File: config.mk
export PLATFORM = sky130hd
export DESIGN_NAME = sifhHist
export DESIGN_NICKNAME = d
export VERILOG_FILES = /design/src/hw/histDataPkg.sv /design/src/hw/histCtrlPkg.sv /design/src/hw/photonCapture.sv /design/src/hw/histRam.sv /design/src/hw/histAccumulator.sv /design/src/hw/peakReadout.sv /design/src/hw/sifhHist.sv
export VERILOG_INCLUDE_DIRS = /design/src /design/src/hw
export SDC_FILE = /design/constraint.sdc
export NUM_CORES = 1
export LEC_CHECK = 0
export ABC_AREA = 1
export BUFFER_PORTS_ARGS = -buffer_cell sky130_fd_sc_hd__buf_4
export CAP_MARGIN = 15
export CORE_MARGIN = 8
export CORE_UTILIZATION = 35
export DETAILED_ROUTE_END_ITERATION = 7
export PLACE_DENSITY = 0.51
export SLEW_MARGIN = 10
export SYNTH_ARGS = -nofsm -noshare
export SYNTH_HDL_FRONTEND = slang
export SYNTH_SLANG_ARGS = --single-unit
File: constraint.sdc
create_clock -name clk -period 2.32 [get_ports clk]
set_input_delay 0.696 -clock clk [delete_from_list [all_inputs] [get_ports clk]]
set_output_delay 0.696 -clock clk [all_outputs]
set_load 0.005 [all_outputs]
File: src/hw/sifhHist_macros.svh
`ifndef SIFHHIST_MACROS_SVH
`define SIFHHIST_MACROS_SVH

// TDC code width
`define NP 10

// bin index width, top bits of the code, 16 bins
`define NB 4

// saturating count per bin
`define CNT_W 8

// codes at or above this value fall outside the window
`define TIME_WINDOW 800

// accepted events that end one acquisition
`define ACQ_EVENTS 300

`endif

File: src/hw/histDataPkg.sv
`include "sifhHist_macros.svh"

package histDataPkg;

    // one raw TDC code
    typedef logic [`NP-1:0] timeCode_t;

    // histogram address, taken from the code MSBs
    typedef logic [`NB-1:0] binIdx_t;

    // bin content, saturates at all ones
    typedef logic [`CNT_W-1:0] binCount_t;

    // accepted events and rejects per run
    typedef logic [15:0] evCount_t;

endpackage

File: src/hw/histCtrlPkg.sv
package histCtrlPkg;

    // acquisition sequencing
    typedef enum logic [2:0] {
        ACC_IDLE,
        ACC_CLEAR,
        ACC_RUN,
        ACC_DRAIN,
        ACC_READOUT
    } accState_t;

    // histogram sweep and peak report
    typedef enum logic [1:0] {
        RD_IDLE,
        RD_SWEEP,
        RD_PEAK
    } rdState_t;

endpackage

File: src/hw/photonCapture.sv
`timescale 1ns/1ps
`include "sifhHist_macros.svh"

module photonCapture (
    input  logic                  clk,
    input  logic                  res,
    input  logic                  acquiring,
    input  logic                  dataValid,
    input  histDataPkg::timeCode_t data,
    output logic                  evValid,
    output histDataPkg::binIdx_t  evBin,
    output histDataPkg::evCount_t rejectCount,
    input  logic                  acqStart
);

    logic inWindow;
    logic accept;
    logic reject;

    assign inWindow = data < histDataPkg::timeCode_t'(`TIME_WINDOW);
    assign accept = dataValid && acquiring && inWindow;
    assign reject = dataValid && acquiring && !inWindow;

    always_ff @(posedge clk or negedge res) begin
        if (!res) begin
            evValid <= 1'b0;
        end else begin
            evValid <= accept; // one cycle behind the input
        end
    end

    // bin is the top bits of the code
    always_ff @(posedge clk) begin
        if (dataValid) begin
            evBin <= data[`NP-1 -: `NB];
        end
    end

    // a start arriving mid-run is not taken by the accumulator
    always_ff @(posedge clk or negedge res) begin
        if (!res) begin
            rejectCount <= '0;
        end else if (acqStart && !acquiring) begin
            rejectCount <= '0;
        end else if (reject) begin
            rejectCount <= rejectCount + 1'b1;
        end
    end

    // accepted bins stay below the window edge
    aEvGated: assert property (@(posedge clk) disable iff (!res)
        evValid |-> $past(acquiring)
            && (evBin <= histDataPkg::binIdx_t'((`TIME_WINDOW - 1) >> (`NP - `NB))));

endmodule

File: src/hw/histRam.sv
`timescale 1ns/1ps
`include "sifhHist_macros.svh"

module histRam (
    input  logic                   clk,
    input  logic                   wrEn,
    input  histDataPkg::binIdx_t   wrAddr,
    input  histDataPkg::binCount_t wrData,
    input  histDataPkg::binIdx_t   rdAddrA,
    output histDataPkg::binCount_t rdDataA,
    input  logic                   rdEnB,
    input  histDataPkg::binIdx_t   rdAddrB,
    output histDataPkg::binCount_t rdDataB
);

    histDataPkg::binCount_t mem [0:(1 << `NB) - 1];

    always_ff @(posedge clk) begin
        if (wrEn) begin
            mem[wrAddr] <= wrData;
        end
    end

    // port A, accumulator side
    always_ff @(posedge clk) begin
        rdDataA <= mem[rdAddrA]; // old data on a same-cycle write
    end

    // port B, readout side
    always_ff @(posedge clk) begin
        if (rdEnB) begin
            rdDataB <= mem[rdAddrB];
        end
    end

endmodule

File: src/hw/histAccumulator.sv
`timescale 1ns/1ps
`include "sifhHist_macros.svh"

module histAccumulator (
    input  logic                   clk,
    input  logic                   res,
    input  logic                   acqStart,
    input  logic                   evValid,
    input  histDataPkg::binIdx_t   evBin,
    output logic                   acquiring,
    output logic                   acqBusy,
    output logic                   wrEn,
    output histDataPkg::binIdx_t   wrAddr,
    output histDataPkg::binCount_t wrData,
    output histDataPkg::binIdx_t   rdAddrA,
    input  histDataPkg::binCount_t rdDataA,
    output logic                   sweepStart,
    input  logic                   sweepDone
);

    histCtrlPkg::accState_t state;
    histDataPkg::binIdx_t   clrAddr;
    histDataPkg::evCount_t  evCnt;
    logic                   lastEvent;
    logic                   clearing;

    // stage 1 waits for the RAM read, stage 2 writes
    logic                   s1Valid;
    histDataPkg::binIdx_t   s1Bin;
    logic                   s2Valid;
    histDataPkg::binIdx_t   s2Bin;
    histDataPkg::binCount_t s2Count;

    // write that landed on the same edge as the stage 1 read
    logic                   wbValid;
    histDataPkg::binIdx_t   wbBin;
    histDataPkg::binCount_t wbCount;

    histDataPkg::binCount_t baseCount;
    histDataPkg::binCount_t nextCount;

    assign lastEvent = evValid && (evCnt == histDataPkg::evCount_t'(`ACQ_EVENTS - 1));
    assign clearing  = state == histCtrlPkg::ACC_CLEAR;
    assign acqBusy   = state != histCtrlPkg::ACC_IDLE;

    // drop at once on the final event so no further code gets through
    assign acquiring = (state == histCtrlPkg::ACC_RUN) && !lastEvent;

    assign rdAddrA = evBin;

    assign wrEn   = clearing || s2Valid;
    assign wrAddr = clearing ? clrAddr : s2Bin;
    assign wrData = clearing ? '0 : s2Count;

    always_ff @(posedge clk or negedge res) begin
        if (!res) begin
            state      <= histCtrlPkg::ACC_IDLE;
            clrAddr    <= '0;
            evCnt      <= '0;
            sweepStart <= 1'b0;
        end else begin
            sweepStart <= 1'b0;
            case (state)
                histCtrlPkg::ACC_IDLE: begin
                    if (acqStart) begin
                        state   <= histCtrlPkg::ACC_CLEAR;
                        clrAddr <= '0;
                        evCnt   <= '0;
                    end
                end
                histCtrlPkg::ACC_CLEAR: begin
                    clrAddr <= clrAddr + 1'b1;
                    if (clrAddr == '1) begin
                        state <= histCtrlPkg::ACC_RUN;
                    end
                end
                histCtrlPkg::ACC_RUN: begin
                    if (evValid) begin
                        evCnt <= evCnt + 1'b1;
                        if (lastEvent) begin
                            state <= histCtrlPkg::ACC_DRAIN;
                        end
                    end
                end
                histCtrlPkg::ACC_DRAIN: begin
                    if (!s1Valid && !s2Valid) begin // last write has landed
                        sweepStart <= 1'b1;
                        state      <= histCtrlPkg::ACC_READOUT;
                    end
                end
                histCtrlPkg::ACC_READOUT: begin
                    if (sweepDone) begin
                        state <= histCtrlPkg::ACC_IDLE;
                    end
                end
                default: state <= histCtrlPkg::ACC_IDLE;
            endcase
        end
    end

    // newest in-flight value wins over the RAM
    always_comb begin
        if (s2Valid && (s2Bin == s1Bin)) begin
            baseCount = s2Count;
        end else if (wbValid && (wbBin == s1Bin)) begin
            baseCount = wbCount;
        end else begin
            baseCount = rdDataA;
        end
        nextCount = (baseCount == '1) ? baseCount : baseCount + 1'b1; // saturate
    end

    always_ff @(posedge clk or negedge res) begin
        if (!res) begin
            s1Valid <= 1'b0;
            s2Valid <= 1'b0;
            wbValid <= 1'b0;
        end else begin
            s1Valid <= evValid;
            s2Valid <= s1Valid;
            wbValid <= s2Valid;
        end
    end

    always_ff @(posedge clk) begin
        s1Bin   <= evBin;
        s2Bin   <= s1Bin;
        s2Count <= nextCount;
        wbBin   <= s2Bin;
        wbCount <= s2Count;
    end

    aNoWriteIdle: assert property (@(posedge clk) disable iff (!res)
        state == histCtrlPkg::ACC_IDLE |-> !wrEn);

    aAcqInRun: assert property (@(posedge clk) disable iff (!res)
        acquiring |-> (state == histCtrlPkg::ACC_RUN)
            && (evCnt < histDataPkg::evCount_t'(`ACQ_EVENTS)));

endmodule

File: src/hw/peakReadout.sv
`timescale 1ns/1ps

module peakReadout (
    input  logic                   clk,
    input  logic                   res,
    input  logic                   sweepStart,
    output logic                   rdEnB,
    output histDataPkg::binIdx_t   rdAddrB,
    input  histDataPkg::binCount_t rdDataB,
    output logic                   binValid,
    output histDataPkg::binIdx_t   binIndex,
    output histDataPkg::binCount_t binCount,
    output logic                   peakValid,
    output histDataPkg::binIdx_t   peakBin,
    output histDataPkg::binCount_t peakCount,
    output logic                   sweepDone
);

    histCtrlPkg::rdState_t state;
    logic                  takeMax;

    assign rdEnB    = state == histCtrlPkg::RD_SWEEP;
    assign binCount = rdDataB; // RAM output lines up with binIndex

    // bin 0 restarts the search, ties keep the lower index
    assign takeMax = binValid && ((binIndex == '0) || (rdDataB > peakCount));

    assign sweepDone = peakValid; // peak report closes the sweep

    always_ff @(posedge clk or negedge res) begin
        if (!res) begin
            state     <= histCtrlPkg::RD_IDLE;
            rdAddrB   <= '0;
            binValid  <= 1'b0;
            peakValid <= 1'b0;
        end else begin
            binValid  <= rdEnB;
            peakValid <= 1'b0;
            case (state)
                histCtrlPkg::RD_IDLE: begin
                    rdAddrB <= '0;
                    if (sweepStart) begin
                        state <= histCtrlPkg::RD_SWEEP;
                    end
                end
                histCtrlPkg::RD_SWEEP: begin
                    rdAddrB <= rdAddrB + 1'b1;
                    if (rdAddrB == '1) begin
                        state <= histCtrlPkg::RD_PEAK;
                    end
                end
                histCtrlPkg::RD_PEAK: begin
                    // last bin is on the outputs now
                    peakValid <= 1'b1;
                    state     <= histCtrlPkg::RD_IDLE;
                end
                default: state <= histCtrlPkg::RD_IDLE;
            endcase
        end
    end

    always_ff @(posedge clk) begin
        if (rdEnB) begin
            binIndex <= rdAddrB; // delayed to match read latency
        end
        if (takeMax) begin
            peakBin   <= binIndex;
            peakCount <= rdDataB;
        end
    end

    aBinOrder: assert property (@(posedge clk) disable iff (!res)
        binValid && $past(binValid)
            |-> binIndex == histDataPkg::binIdx_t'($past(binIndex) + 1'b1));

endmodule

File: src/hw/sifhHist.sv
`timescale 1ns/1ps

module sifhHist (
    input  logic                   clk,
    input  logic                   res,
    input  logic                   acqStart,
    input  logic                   dataValid,
    input  histDataPkg::timeCode_t data,
    output logic                   acqBusy,
    output histDataPkg::evCount_t  rejectCount,
    output logic                   binValid,
    output histDataPkg::binIdx_t   binIndex,
    output histDataPkg::binCount_t binCount,
    output logic                   peakValid,
    output histDataPkg::binIdx_t   peakBin,
    output histDataPkg::binCount_t peakCount
);

    logic                   evValid;
    histDataPkg::binIdx_t   evBin;
    logic                   acquiring;
    logic                   wrEn;
    histDataPkg::binIdx_t   wrAddr;
    histDataPkg::binCount_t wrData;
    histDataPkg::binIdx_t   rdAddrA;
    histDataPkg::binCount_t rdDataA;
    logic                   rdEnB;
    histDataPkg::binIdx_t   rdAddrB;
    histDataPkg::binCount_t rdDataB;
    logic                   sweepStart;
    logic                   sweepDone;

    photonCapture photonCapture_i (
        .clk        (clk),
        .res        (res),
        .acquiring  (acquiring),
        .dataValid  (dataValid),
        .data       (data),
        .evValid    (evValid),
        .evBin      (evBin),
        .rejectCount(rejectCount),
        .acqStart   (acqStart)
    );

    histAccumulator histAccumulator_i (
        .clk       (clk),
        .res       (res),
        .acqStart  (acqStart),
        .evValid   (evValid),
        .evBin     (evBin),
        .acquiring (acquiring),
        .acqBusy   (acqBusy),
        .wrEn      (wrEn),
        .wrAddr    (wrAddr),
        .wrData    (wrData),
        .rdAddrA   (rdAddrA),
        .rdDataA   (rdDataA),
        .sweepStart(sweepStart),
        .sweepDone (sweepDone)
    );

    histRam histRam_i (
        .clk    (clk),
        .wrEn   (wrEn),
        .wrAddr (wrAddr),
        .wrData (wrData),
        .rdAddrA(rdAddrA),
        .rdDataA(rdDataA),
        .rdEnB  (rdEnB),
        .rdAddrB(rdAddrB),
        .rdDataB(rdDataB)
    );

    peakReadout peakReadout_i (
        .clk       (clk),
        .res       (res),
        .sweepStart(sweepStart),
        .rdEnB     (rdEnB),
        .rdAddrB   (rdAddrB),
        .rdDataB   (rdDataB),
        .binValid  (binValid),
        .binIndex  (binIndex),
        .binCount  (binCount),
        .peakValid (peakValid),
        .peakBin   (peakBin),
        .peakCount (peakCount),
        .sweepDone (sweepDone)
    );

endmodule

==> metrics.yaml <==
tightest_slew_ns: 0.661
worstSetupPathType: "reg -> reg"
synthTopCellsByArea: "edfxtp_1 40%, dfrtp_1 11%, o21ai_0 7.5%, dfxtp_1 6.2%, nand2_1 6.0%"
drv_slew: 0
synthAdderAreaFrac_pct: 1.29
synth-seq-area-share_pct: 57.8
clockBufferDepth: 3
firstDrtPassIters: 7
multi_input_area_sq_um: 4040
synth_top_area_share_pct: 40.4
cp-start-kind: "register"
hold_path_class: "in -> async"
postCtsSetupBuffers: 0
clk_pin_slew_ns: 0.06
whs_ns: 0.0875
core-area_sq_um: 32600
hold_viol: 0
synth-xor-area-share_pct: 1.05
fmax_mhz: 466
fp.dieH_microns: 198
worstSkewPairLatency_ns: 0.54
worstPathCellList: "inv_1 > nor3_4 > inv_1 > nor2_1 > o21bai_1 > nand2_1 > nor2_1 > buf_4"
syn_area_sq_um: 11600
synth_flop_cell: "edfxtp_1"
fin_skew_ns: 0.0108
crit_arrival_ns: 2.38
muxShareOfSynthArea_pct: 0
post_synth_and_or_nand_nor_area_fraction_pct: 16.9
final_cell_mix: "185 x nand2_1, 173 x o21ai_0, 161 x inv_1"
fin_crit_sh_pct: 92.4
cts_buffers: 28
dp_hpwl_mm: 21.0
antenna_found_initial: 0
synthCells: 1256
drv_cap: 0
cts_tree: "done"
wl_mm: 31.2
mostFrequentLayoutCell: "nand2_1"
max_stage_delay_ns: 0.43
nFillCells: 3178
period_minus_slack_ns: 2.14
path_max_fanout: 8
num_rows: 66
grt_overflow: 0
yosys_warnings: 0
rsz0062_at_grt: "no"
r2r_slack_ns: 0.18
numClockSinks: 244
top_level_ports: 57
cts-hold-fix-buffers: 0
cts-root-buf: "clkbuf_16"
ctsResizeCount: 0
antennaDiodeCount: 0
syn_nets: 1282
grt_max_degree: 124
ys_ff_latch: 244
p_leak_uw: 0.00571
grt_pass1_wl_mm: 49.7
cts_max_level: 1
die_width_microns: 198
seqCellArea_sq_um: 6710
grt_pass1_vias: 9047
async_flop_share_pct: 21.3
start_util_pct: 35.6
relSlewSlack_pct: 55.9
setup_viol: 0
finalSetupTns_ns: 0
synth_top_family_by_area: "simple AND/OR/NAND/NOR gates"
synthToLayoutAreaGrowth_pct: 18.9
io_buffers: 51
grtUsageTotal_pct: 16.0
cp-end-kind: "register"
wl_per_cell_microns: 17.3
drcViolationCount: 0
drive_gt1_share_pct: 13.2
ys_types: 46
synth.largest_area_cell: "edfxtp_1"
p_per_area_nw_per_um2: 1170
status: "finished clean"
syn_area_per_cell_sq_um: 9.24
drtAntennaViolNets: 0
crit_start: "histAccumulator_i.state[0]"
synth_edf_count: 156
num_vias: 9010
peakVddDrop_mv: 0.553
cp_data_required_time_ns: 2.55
final_nets: 1362
vias_per_cell: 5.01
gp_congestion: 0.857
synth-compound-area-share_pct: 15.6
first_iter_violations: 587
dieArea_sq_um: 39200
cp_slowest_cell: "dfrtp_1"
r2r_start: "histAccumulator_i.state[0]"
[report_power, final]
group	switching [uW]	internal, uW	total (uW)
clock	1780	2800	4580
sequential	457	5970	6430
combinational	3400	1720	5120
total	5640	10500	16100
[per-layer routing]
layer  vias to the layer above  wire, microns  track usage [%]
li1                       4501              -                -
met1                      4241          14000             20.6
met2                       215          14700             27.0
met3                        53           1710             2.63
met4                         0            839             5.42
met5                         -              0                0
[per-stage QoR]
stage | total power, uW | cell area (sq um) | util [%] | setup WS [ns] | std cells
after floorplan | 9320 | 11600 | - | 0.185 | 1256
after global placement | 11600 | 12800 | 39.3 | 0.101 | 1748
after detailed placement | 11700 | 12800 | 39.3 | 0.0514 | 1748
after CTS | 16300 | 13800 | 42.3 | 0.0368 | 1800
after global routing | 17200 | 13800 | 42.3 | 0.00894 | 1800
final | 16100 | 13800 | 42.3 | 0.176 | 1800
[logic make-up (layout without fill, tap and decap cells)]
group           after synthesis  after routing
buf+inv                     224            326
fa+ha+maj                    12             12
compound gates              330            330
xor+xnor                     13             13
flops                       244            244
simple gates                433            433
[flip-flops by register name (all words and copies together), names as in the netlist, 2 cells and up]
register,cells
histRam_i.mem,128
histAccumulator_i.evCnt,16
photonCapture_i.rejectCount,16
histAccumulator_i.s2Count,8
histAccumulator_i.wbCount,8
histRam_i.rdDataA,8
histRam_i.rdDataB,8
peakReadout_i.peakCount,8
histAccumulator_i.clrAddr,4
histAccumulator_i.s1Bin,4
histAccumulator_i.s2Bin,4
histAccumulator_i.wbBin,4
peakReadout_i.binIndex,4
peakReadout_i.peakBin,4
peakReadout_i.rdAddrB,4
photonCapture_i.evBin,4
histAccumulator_i.state,3
peakReadout_i.state,2
[final cells by class]
class                   instances  share of cell area [%]
clock buffers                  33                    5.60
well taps                     442                    4.01
clock inverters                19                    1.41
repair buffers                108                    6.51
multi-input cells             788                    29.3
flip-flops and latches        244                    48.6
inverters                     166                    4.55
[path summary, 6_finish.rpt]
| path | depth (start not counted) | endpoint |
|---|---|---|
| max | 8 | histRam_i.mem[7][5] |
| min | 1 | histAccumulator_i.evCnt[13] |
| max reg2reg | 8 | histRam_i.mem[7][5] |
| min reg2reg | 0 | histAccumulator_i.wbBin[0] |
| max in group asynchronous | 2 | photonCapture_i.rejectCount[3] |
| min in group clk | 1 | photonCapture_i.evBin[1] |
[synth_stat cells (16+ instances only)]
library cell,number
nor3_1,20
nand4_1,28
o211ai_1,16
clkbuf_1,48
o221ai_1,23
inv_1,161
dfrtp_1,52
nand3_1,64
dfxtp_1,36
nor2_1,98
edfxtp_1,156
nand2_1,185
a21oi_1,102
o21ai_0,174
[worst max-delay path: cells and delay by family (launching register included)]
family,cells,cell delay (ns)
DFF,1,0.43
AOI/OAI and AO/OA,1,0.23
and+or+nand+nor,4,0.68
buffers and inverters,3,0.50
Power figures use the tool's default switching activity.
